`config.mk`:
```
export PLATFORM = sky130hd
export DESIGN_NAME = nic_control
export DESIGN_NICKNAME = d
export VERILOG_FILES = /design/src/logic/nic_pkg.sv /design/src/logic/nic_control.sv
export SDC_FILE = /design/constraint.sdc
export NUM_CORES = 1
export LEC_CHECK = 0
export ABC_AREA = 1
export BUFFER_PORTS_ARGS = -buffer_cell sky130_fd_sc_hd__buf_2
export CAP_MARGIN = 20
export CORE_MARGIN = 10
export CORE_UTILIZATION = 37
export DETAILED_ROUTE_END_ITERATION = 12
export HOLD_SLACK_MARGIN = 0.02
export PLACE_DENSITY = 0.8
export SLEW_MARGIN = 10
export SYNTH_ARGS = -nofsm -noshare
export SYNTH_HDL_FRONTEND = slang
export SYNTH_SLANG_ARGS = --single-unit
```
`constraint.sdc`:
```
create_clock -name ccip_clk -period 1.5 [get_ports ccip_clk]
set_input_delay 0.225 -clock ccip_clk [delete_from_list [all_inputs] [get_ports ccip_clk]]
set_output_delay 0.225 -clock ccip_clk [all_outputs]
set_load 0.02 [all_outputs]
```
`src/logic/nic_pkg.sv`:
```
/*
 * NIC shell shared definitions
 * Widths, MMIO register map, sizing constants, port structs
 * and the init/start sequencer states
 */
package nic_pkg;

    // ====================
    // Widths
    // ====================
    typedef logic [15:0]  mmio_addr_t;   // 32-bit word units
    typedef logic [63:0]  mmio_data_t;
    typedef logic [8:0]   mmio_tid_t;
    typedef logic [511:0] rpc_data_t;    // One cache line
    typedef logic [3:0]   flow_id_t;
    typedef logic [63:0]  count_t;
    typedef logic [31:0]  rate_t;
    typedef logic [2:0]   cnt_sel_t;

    // ====================
    // Constants
    // ====================
    localparam logic [127:0] AFU_ID = 128'h5e9b_c1f0_7d32_4a86_b10e_93c4_28f7_a615;

    // Feature type AFU, end of feature list
    localparam mmio_data_t DFH_VALUE = 64'h1000_0100_0000_0000;

    // Register map, 64-bit registers on even word addresses
    localparam mmio_addr_t ADDR_DFH       = 16'd0;
    localparam mmio_addr_t ADDR_AFU_ID_L  = 16'd2;
    localparam mmio_addr_t ADDR_AFU_ID_H  = 16'd4;
    localparam mmio_addr_t ADDR_START     = 16'd16;
    localparam mmio_addr_t ADDR_INIT      = 16'd18;
    localparam mmio_addr_t ADDR_STATUS    = 16'd20;
    localparam mmio_addr_t ADDR_RPS       = 16'd22;
    localparam mmio_addr_t ADDR_CNT_SEL   = 16'd24;
    localparam mmio_addr_t ADDR_CNT_VALUE = 16'd26;

    localparam int INIT_CYCLES       = 4;
    localparam int INIT_CNT_W        = $clog2(INIT_CYCLES);
    localparam int RPS_WINDOW_CYCLES = 256;
    localparam int RPS_WIN_W         = $clog2(RPS_WINDOW_CYCLES);

    localparam int RPC_FIFO_DEPTH  = 8;
    localparam int FIFO_PTR_W      = $clog2(RPC_FIFO_DEPTH);
    localparam int FIFO_CNT_W      = $clog2(RPC_FIFO_DEPTH + 1);
    localparam int NET_TX_CREDITS  = 4;
    localparam int HOST_RX_CREDITS = 4;

    // Counter selectors
    localparam int       NUM_COUNTERS = 5;
    localparam cnt_sel_t CNT_RPC_IN   = 3'd0;
    localparam cnt_sel_t CNT_NET_OUT  = 3'd1;
    localparam cnt_sel_t CNT_NET_IN   = 3'd2;
    localparam cnt_sel_t CNT_RPC_OUT  = 3'd3;
    localparam cnt_sel_t CNT_OVERFLOW = 3'd4;

    // ====================
    // Port structs
    // ====================
    typedef struct packed {
        logic       wr_valid;
        logic       rd_valid;
        mmio_addr_t address;
        mmio_tid_t  tid;
        mmio_data_t data;
    } mmio_req_t;

    typedef struct packed {
        logic       valid;
        mmio_tid_t  tid;
        mmio_data_t data;
    } mmio_rsp_t;

    typedef struct packed {
        logic      valid;
        flow_id_t  flow_id;
        rpc_data_t data;
    } rpc_t;

    typedef struct packed {
        logic ready;
        logic running;
        logic err_tx_ovf;
        logic err_rx_ovf;
        logic error;
    } nic_status_t;

    typedef enum logic [1:0] {
        ST_IDLE,
        ST_INIT,
        ST_READY,
        ST_RUNNING
    } nic_state_t;

endpackage

```
`src/logic/nic_control.sv`:
```
/*
 * NIC control block
 * MMIO write decode, register file, one-cycle read response
 * and the init/start sequencer with sticky error status
 */
`timescale 1ns/1ps

module nic_control (
    input  logic               ccip_clk,
    input  logic               reset,
    input  nic_pkg::mmio_req_t mmio_req,
    output nic_pkg::mmio_rsp_t mmio_rsp,
    input  logic               tx_overflow,
    input  logic               rx_overflow,
    input  nic_pkg::count_t    cnt_value,
    input  nic_pkg::rate_t     rps,
    output logic               running,
    output nic_pkg::cnt_sel_t  cnt_sel
);
    import nic_pkg::*;

    logic                  start_wr;
    logic                  init_wr;
    logic                  sel_wr;
    logic                  start_q;
    logic                  start_next;
    logic [INIT_CNT_W-1:0] init_cnt;
    nic_state_t            state;
    nic_state_t            state_next;
    logic                  err_tx_q;
    logic                  err_rx_q;
    nic_status_t           status;
    logic                  rsp_valid;
    mmio_tid_t             rsp_tid;
    mmio_data_t            rsp_data;

    // ====================
    // Write decode
    // ====================
    assign start_wr = mmio_req.wr_valid && (mmio_req.address == ADDR_START);
    assign init_wr  = mmio_req.wr_valid && (mmio_req.address == ADDR_INIT);
    assign sel_wr   = mmio_req.wr_valid && (mmio_req.address == ADDR_CNT_SEL);

    // FSM sees a start write in the same cycle it lands
    assign start_next = start_wr ? mmio_req.data[0] : start_q;

    always_ff @(posedge ccip_clk) begin
        if (reset) begin
            start_q <= 1'b0;
            cnt_sel <= CNT_RPC_IN;
        end else begin
            start_q <= start_next;
            if (sel_wr) begin
                cnt_sel <= cnt_sel_t'(mmio_req.data[$bits(cnt_sel_t)-1:0]);
            end
        end
    end

    // ====================
    // Sequencer
    // ====================
    always_comb begin
        state_next = state;
        case (state)
            ST_IDLE:    state_next = ST_IDLE;
            ST_INIT: begin
                if (init_cnt == '0) begin
                    state_next = ST_READY;
                end
            end
            ST_READY: begin
                if (start_next) begin
                    state_next = ST_RUNNING;
                end
            end
            ST_RUNNING: begin
                if (!start_next) begin
                    state_next = ST_READY;
                end
            end
            default:    state_next = ST_IDLE;
        endcase

        // Init restarts the sequence from any state
        if (init_wr) begin
            state_next = ST_INIT;
        end
    end

    always_ff @(posedge ccip_clk) begin
        if (reset) begin
            state    <= ST_IDLE;
            init_cnt <= '0;
        end else begin
            state <= state_next;
            if (init_wr) begin
                init_cnt <= INIT_CNT_W'(INIT_CYCLES - 1);
            end else if ((state == ST_INIT) && (init_cnt != '0)) begin
                init_cnt <= init_cnt - 1'b1;
            end
        end
    end

    // Sticky until reset
    always_ff @(posedge ccip_clk) begin
        if (reset) begin
            err_tx_q <= 1'b0;
            err_rx_q <= 1'b0;
        end else begin
            err_tx_q <= err_tx_q | tx_overflow;
            err_rx_q <= err_rx_q | rx_overflow;
        end
    end

    always_comb begin
        status.ready      = (state == ST_READY) || (state == ST_RUNNING);
        status.running    = (state == ST_RUNNING);
        status.err_tx_ovf = err_tx_q;
        status.err_rx_ovf = err_rx_q;
        status.error      = err_tx_q | err_rx_q;
    end

    assign running = status.running;

    // ====================
    // Read response
    // ====================
    always_ff @(posedge ccip_clk) begin
        if (reset) begin
            rsp_valid <= 1'b0;
        end else begin
            rsp_valid <= mmio_req.rd_valid;
        end
    end

    always_ff @(posedge ccip_clk) begin
        rsp_tid <= mmio_req.tid;
        case (mmio_req.address)
            ADDR_DFH:       rsp_data <= DFH_VALUE;
            ADDR_AFU_ID_L:  rsp_data <= AFU_ID[63:0];
            ADDR_AFU_ID_H:  rsp_data <= AFU_ID[127:64];
            ADDR_STATUS:    rsp_data <= mmio_data_t'(status);
            ADDR_RPS:       rsp_data <= mmio_data_t'(rps);
            ADDR_CNT_VALUE: rsp_data <= cnt_value;
            default:        rsp_data <= '0;
        endcase
    end

    assign mmio_rsp.valid = rsp_valid;
    assign mmio_rsp.tid   = rsp_tid;
    assign mmio_rsp.data  = rsp_data;

endmodule

```
=== Yosys cells after proc, flatten, opt, wreduce, memory -nomap -nowiden ===
Index checks and enable logic that the tools add are counted.

* Add/subtract/negate cells: 1
* $mul: 0
* Divide/modulo/power cells: 0
* Order comparisons: 0
* Equality and inequality tests: 17
* Shift-type cells: 0
* Multiplexer cells: 9
* Bitwise logic cells: 3
* Reduce and logical (&&, ||, !) cells: 13

{| class="wikitable"
|+ Operator list
! cell !! count
|-
| $pmux 64 s6 || 1
|-
| $eq 16x5->1 const B || 6
|-
| $eq 16x2->1 const B || 1
|-
| $eq 16x3->1 const B || 1
|-
| $logic_not 16->1 || 1
|-
| $mux 2 || 5
|-
| $ne 3x3->1 const B || 3
|-
| $pmux 2 s4 || 1
|-
| $ne 2x2->1 const B || 3
|-
| $reduce_and 3->1 || 2
|-
| $eq 2x2->1 const B || 2
|-
| $logic_and 1x1->1 || 4
|-
| $logic_not 2->1 || 2
|-
| $reduce_bool 2->1 || 2
|-
| $or 1x1->1 || 3
|-
| $eq 2x1->1 const B || 1
|-
| $mux 1 || 2
|-
| $reduce_or 2->1 || 1
|-
| $sub 2x1->2 const B || 1
|-
| $logic_or 1x1->1 || 1
|}

* Register bits: 84
* Bits in latches: 0
* Memory bits (writable): 0
* Bits in read-only memories: 0
* Logic and storage cells: 53
* Memories: 0

=== Logic depth before layout (Yosys ltp) ===
Gate-level depths: netlist of run 1.

* Depth after elaboration: 6
* Mapped depth: 9

=== Least setup slack after synthesis of run 1 ===
No wires, ideal clock.

* Path type: input to register
* Start point: in mmio_req[88] (netlist name)
* End point: reg state[0]
* Data arrival time: 1.002 ns
* Path slack: 0.385 ns
* Stages: 9
* Cells stage by stage: nor2_1 -> nand2_1 -> nor2_4 -> buf_4 -> nand3_1 -> nand2_1 -> nand2_1 -> nand3_1 -> nand2_1

* Cells in the longest elaborated chain, start to end: 5
* Elaborated cells on any way between the ends: 10
* Those cells by class: eq/ne (5); mux (2); reduce/logical (3)

{| class="wikitable"
|+ Ends and longest elaborated chain
! element !! line !! RTL
|-
| start: declaration || nic_control.sv:11 || <nowiki>input nic_pkg::mmio_req_t mmio_req,</nowiki>
|-
| $eq 16x5->1 || nic_control.sv:40 || <nowiki>assign start_wr = mmio_req.wr_valid && (mmio_req.address == ADDR_START);</nowiki>
|-
| $logic_and 1x1->1 || nic_control.sv:40 ||
|-
| $mux 1 || nic_control.sv:45 || <nowiki>assign start_next = start_wr ? mmio_req.data[0] : start_q;</nowiki>
|-
| $ne 3x3->1 (no source line) || n/a ||
|-
| $reduce_and 3->1 (no source line) || n/a ||
|-
| end signal: assignment || nic_control.sv:95 || <nowiki>state <= state_next;</nowiki>
|-
| end: declaration || nic_control.sv:28 || <nowiki>nic_state_t state;</nowiki>
|}

Several ways; a longest one is shown, not always the timed one.
A chain may end at the register's enable or synchronous reset.

=== Worst setup path in the final report of run 1 ===
* Start point: reg state[1]
* End point: out running

* Cells in the longest elaborated chain, start to end: 1

{| class="wikitable"
|+ Ends and longest elaborated chain
! element !! line !! RTL
|-
| $eq 2x2->1 || nic_control.sv:117 || <nowiki>status.running = (state == ST_RUNNING);</nowiki>
|-
| end: declaration || nic_control.sv:17 || <nowiki>output logic running,</nowiki>
|}

No other way between the ends.

==> flow_summary.toml, run 1 <==
[yosys]
synth_most_common_cell = "nand2_1"
synth_mux_area_share_pct = 0
synthAdderAreaFrac_pct = 0.420
yosys.area_share.simple_pct = 32.1
syn_avg_cell_area_um2 = 8.17
synth_nets = 557
ys_top_cells_by_count = "nand2_1 (112), dfxtp_1 (84), nand4_1 (40), nor2_1 (31), inv_1 (29)"
synth_edf_count = 0
synth_xor_xnor_area_share_pct = 0.294
synth_top_area_share_pct = 56.4
ys_types = 21
async_flop_share_pct = 0
synth_top_family_by_area = "simple AND/OR/NAND/NOR gates"
yosys-top-cells-area = "dfxtp_1 (56%), nand2_1 (14%), nand4_1 (8.4%)"
yosys_register_bits = 84
ys.flop_type = "dfxtp_1"
ys_warn_count = 0
synth_sequential_area_ratio_pct = 56.4
synth_compound_area_share_pct = 1.93
synthCells = 365
syn_area_um2 = 2980
synth_top_cell_by_area = "dfxtp_1"

[finish]
antenna_cells = 0
layout-drive-gt1-share_pct = 41.6
area_growth_pct = 49.8
nNetsFinal = 779

[sta]
fmax_mhz = 797
worstMarginPinSlew_ns = 0.379
setup_ws_ns = 0.245
slew_headroom_pct = 74.7
final-setup-viol-count = 0
finalMaxSlewViolations = 0
period_needed_ns = 1.26
layout_worst_path_cycle_share_pct = 83.7
rsz0062_at_grt = "false"
hold_viol = 0
clock_skew_ns = 0.00749

[cts]
numCtsBuffers = 9
cts_tree = "done"
cts_max_path_buffers = 2
cts_htree_levels = 3
clkLatencyLatePin_ns = 0.34
post_cts_buffers = 0
clkSlewWorstSetupHoldPaths_ns = 0.09
clockRootBuffer = "clkbuf_8"
clock-sinks = 84
cts_resized = 0

[global_route]
antenna_found_initial = 0
grt_use_met1_pct = 18.5
grt_pass1_vias = 3159
use_met2_pct = 30.4
grt_max_degree = 38
gr-usage-met3_pct = 6.14
grt_overflow = 0
grt_pass1_wl_um = 15900
grt.total_usage_pct = 17.1
grt.busiest_layer = "met2"

[critical_path]
end_kind = "output pin"
critical_path_required_ns = 1.27
crit_fanout = 4
arrival_ns = 1.03
start_kind = "flip-flop"
path_class = "reg2out"

[hold_path]
hold_path.class = "in2reg"

[floorplan]
die_h_um = 110
row_count = 32
pin_count = 269
coreArea_um2 = 7770
initial_core_util_pct = 38.4
fp.dieArea_um2 = 12000
die_width_um = 110

[job]
maxCapViolCount = 0

[drt]
viasPerCell = 4.59
routed_wl_um = 11200
drt_iter0_markers = 178
ant_nets = 0
vias = 3182
drc = 0
routedWlPerCell_um = 16.1
first_pass_iters = 5

[placement]
hpwl_um = 9070
portBuffers = 207
dp_worst_setup_slack_ns = -0.0265
place.gp.congestion = 0.851

[power]
power_uw = 4160
p_leak_uw = 0.00257
ir_drop_mv = 0.526
power.density_nw_per_um2 = 932

[status]
status = "completed"
cells by family after synthesis:
logic type,count (synthesis)
compound gates,11
simple gates,214
flops,84
fa+ha+maj,1
xor+xnor,1
buf+inv,54
layout by cell type, fill, tap and decap left out, types with 2 or more instances in the layout:
cell type | netlist | final
o21ai_0 | 4 | 4
buf_12 | 0 | 3
a21oi_1 | 6 | 6
nand2_1 | 112 | 112
dfxtp_1 | 84 | 84
nor2_1 | 31 | 30
clkinvlp_4 | 0 | 3
dlygate4sd3_1 | 0 | 9
nor2_4 | 1 | 2
buf_4 | 10 | 14
nand3_1 | 27 | 27
nand4_1 | 40 | 40
buf_2 | 6 | 207
inv_1 | 29 | 29
inv_2 | 2 | 2
clkbuf_8 | 0 | 9
layer usage:
metal	vias to the layer above	share of wire, %
li1	1612	-
met1	1410	39
met2	145	50
met3	15	9.4
met4	0	1.5
met5	-	0
path summary, 6_finish.rpt:
kind | startpoint | end | slack [ns] | cells after the start
setup reg to reg | init_cnt[0]$_SDFFE_PP0P_ | init_cnt[1]$_SDFFE_PP0P_ | 0.26 | 5
setup / recovery | state[1]$_SDFFE_PP0P_ | running | 0.24 | 3
hold / removal | cnt_value[50] | rsp_data[50]$_DFF_P_ | 0.07 | 3
hold reg to reg | cnt_sel[2]$_SDFFE_PP0P_ | cnt_sel[2]$_SDFFE_PP0P_ | 0.45 | 2
power by group:
group          internal [µW]  total [µW]  leakage (µW)  switching [µW]
clock network            787        1620     0.0000910             835
logic                    160         287       0.00180             127
registers               2250        2250      0.000681            5.10
state kept, by name, summed over array words and instances, names as in the netlist:
register / flops
err_tx_q: 1
cnt_sel: 3
rsp_data: 64
rsp_valid: 1
start_q: 1
rsp_tid: 9
state: 2
err_rx_q: 1
init_cnt: 2
critical path: stages (launching register included):
cell	delay, ns
dfxtp_1	0.39
nand2_1	0.07
inv_1	0.07
buf_2	0.17
timing repair:
item / CTS / global route
hold endpoints to repair: 9 / 0
setup endpoints to repair: 0 / 0
hold buffers: 9 / 0
metrics by stage:
| stage | hold slack (ns) | setup TNS [ns] | area [µm²] | util, % | std cells |
|---|---|---|---|---|---|
| floorplan | 0.253 | 0 | 2980 | - | 365 |
| global placement | 0.327 | 0 | 4180 | 53.8 | 669 |
| detailed placement | 0.329 | -0.173 | 4180 | 53.8 | 669 |
| CTS | 0.0476 | 0 | 4470 | 57.5 | 694 |
| global route | 0.0536 | 0 | 4470 | 57.5 | 694 |
| finish | 0.0654 | 0 | 4470 | 57.5 | 694 |
layout make-up:
cell class                 count  area (µm²)
clock inverter                 6        72.6
multi-input combinational    227        1040
inverter                      32         121
clock buffer                  10         128
timing repair buffer         233        1290
sequential                    84        1680
tap                          102         128
fill                         734        3300
Power figures use the tool's default switching activity.
==> run 2, diff against run 1 <==
==> constraint.sdc (replaced) <==
create_clock -name ccip_clk -period 1.28 [get_ports ccip_clk]
set_input_delay 0.192 -clock ccip_clk [delete_from_list [all_inputs] [get_ports ccip_clk]]
set_output_delay 0.192 -clock ccip_clk [all_outputs]
set_load 0.02 [all_outputs]
==> flow_summary.toml, run 2 (synthesized netlist as in run 1, its figures left out) <==
[drt]
viasPerCell = 4.57
routedWlPerCell_um = 15.8
routed_wl_um = 11100
ant_nets = 0
vias = 3202
drt_iter0_markers = 143
drc = 0
first_pass_iters = 4

[global_route]
grt_max_degree = 41
grt_overflow = 0
grt_pass1_wl_um = 16600
grt_pass1_vias = 3340
antenna_found_initial = 2
grt.total_usage_pct = 17.5

[finish]
multiInputGateArea_um2 = 1050
nNetsFinal = 784
final_common_cell = "buf_2"
n_fill_cell = 687
seqCellArea_um2 = 1690
top_register = "rsp_data"
top_regs = "rsp_data: 64 flops, rsp_tid: 9 flops, cnt_sel: 3 flops"
largest_reg_flops = 64
final_cell_mix = "buf_2 (207), nand2_1 (112), dfxtp_1 (81), nand4_1 (40), nor2_1 (30)"
final_cells = 701
layout-drive-gt1-share_pct = 42.2
area_growth_pct = 52.0

[cts]
clock-sinks = 84
numCtsBuffers = 9
clockRootBuffer = "clkbuf_8"
cts_tree = "done"
cts_htree_levels = 3
cts_max_path_buffers = 2
clkLatencyLatePin_ns = 0.34
clkSlewWorstSetupHoldPaths_ns = 0.09

[critical_path]
start_kind = "flip-flop"
path_class = "reg2out"
reg2regPathDepth = 5
r2r_slack_ns = 0.14
crit_fanout = 4
end_kind = "output pin"
critical_path_required_ns = 1.09
arrival_ns = 0.98
reg2reg_to = "init_cnt[0]$_SDFFE_PP0P_"
r2r-start = "init_cnt[0]$_SDFFE_PP0P_"

[hold_path]
holdPathStages = 3
hold_start = "cnt_value[36]"
hold_path.class = "in2reg"
hold_end = "rsp_data[36]$_DFF_P_"

[power]
power_uw = 4880
pwr-share-seq_pct = 54.1
clockPowerShare_pct = 38.8
switching_power_uw = 1130
ir_drop_mv = 0.632
p_int_uw = 3750
power.share.switching_pct = 23.2
power.density_nw_per_um2 = 1080
p_comb_share_pct = 7.1
p_leak_uw = 0.00260

[floorplan]
pin_count = 269
coreArea_um2 = 7770
die_width_um = 110
initial_core_util_pct = 38.4
fp.dieArea_um2 = 12000
row_count = 32
die_h_um = 110

[sta]
hold_viol = 0
finalMaxSlewViolations = 0
clock_skew_ns = 0.00696
slew_headroom_pct = 75.3
final-setup-viol-count = 0
worstMarginPinSlew_ns = 0.369
period_needed_ns = 1.17
fmax_mhz = 856
layout_worst_path_cycle_share_pct = 91.3
rsz0062_at_grt = "false"

[placement]
place.gp.congestion = 0.838
hpwl_um = 8940
placed_cells = 670
portBuffers = 207

[status]
status = "completed"

[job]
maxCapViolCount = 0
[run 2: timing repair]
action                                 CTS  global route
setup endpoints to repair                0             3
hold buffers                            11             1
gates resized for setup                  0             5
setup buffers                            0             1
endpoints found under the hold margin   11             1
[run 2: cell type report]
class                      count  share of cell area (%)
antenna                        2                   0.110
clock buffer                  10                    2.82
clock inverter                 6                    1.57
inverter                      32                    2.68
multi-input combinational    227                    23.1
sequential                    84                    37.2
tap                          102                    2.82
timing repair buffer         238                    29.8
[run 2: power groups by stage]
| stage | logic, µW | clock network [µW] | registers (µW) |
|---|---|---|---|
| floorplan | 60.2 | 0 | 2720 |
| detailed placement | 315 | 0 | 2700 |
| global route | 382 | 2070 | 2640 |
| finish | 346 | 1890 | 2640 |
| global placement | 307 | 0 | 2700 |
| CTS | 343 | 1940 | 2640 |
[run 2: stage by stage]
step                      cell area (µm²)  hold WS (ns)  worst slack (ns)  utilization, %  setup TNS, ns
after CTS                            4500        0.0211            0.0234            58.0              0
after global routing                 4530        0.0217            0.0140            58.4              0
final                                4530        0.0391             0.112            58.4              0
after floorplan                      2980         0.220             0.180               -              0
after detailed placement             4200         0.296           -0.0901            54.0          -1.73
after global placement               4200         0.294           -0.0519            54.0         -0.643
[run 2: worst max-delay path by stage]
stage                                        start                        to  slack (ns)  cells after the start
after detailed placement              mmio_req[86]   cnt_sel[1]$_SDFFE_PP0P_       -0.09                      8
after global placement                mmio_req[88]   cnt_sel[1]$_SDFFE_PP0P_       -0.05                      8
after global routing      init_cnt[0]$_SDFFE_PP0P_  init_cnt[1]$_SDFFE_PP0P_        0.01                      6
after floorplan           init_cnt[0]$_SDFFE_PP0P_  init_cnt[0]$_SDFFE_PP0P_        0.18                      5
final                        state[1]$_SDFFE_PP0P_                   running        0.11                      3
after CTS                 init_cnt[0]$_SDFFE_PP0P_  init_cnt[1]$_SDFFE_PP0P_        0.02                      5
[run 2: per-layer routing]
layer	global-route usage [%]	wire length (µm)
met5	0	0
met2	29.8	5350
met4	7.71	288
met3	7.26	1250
met1	18.8	4190
[run 2: worst max-delay path: stages (launching register included)]
cell,delay (ns)
dfxtp_2,0.36
nand2_1,0.06
inv_1,0.06
buf_2,0.17
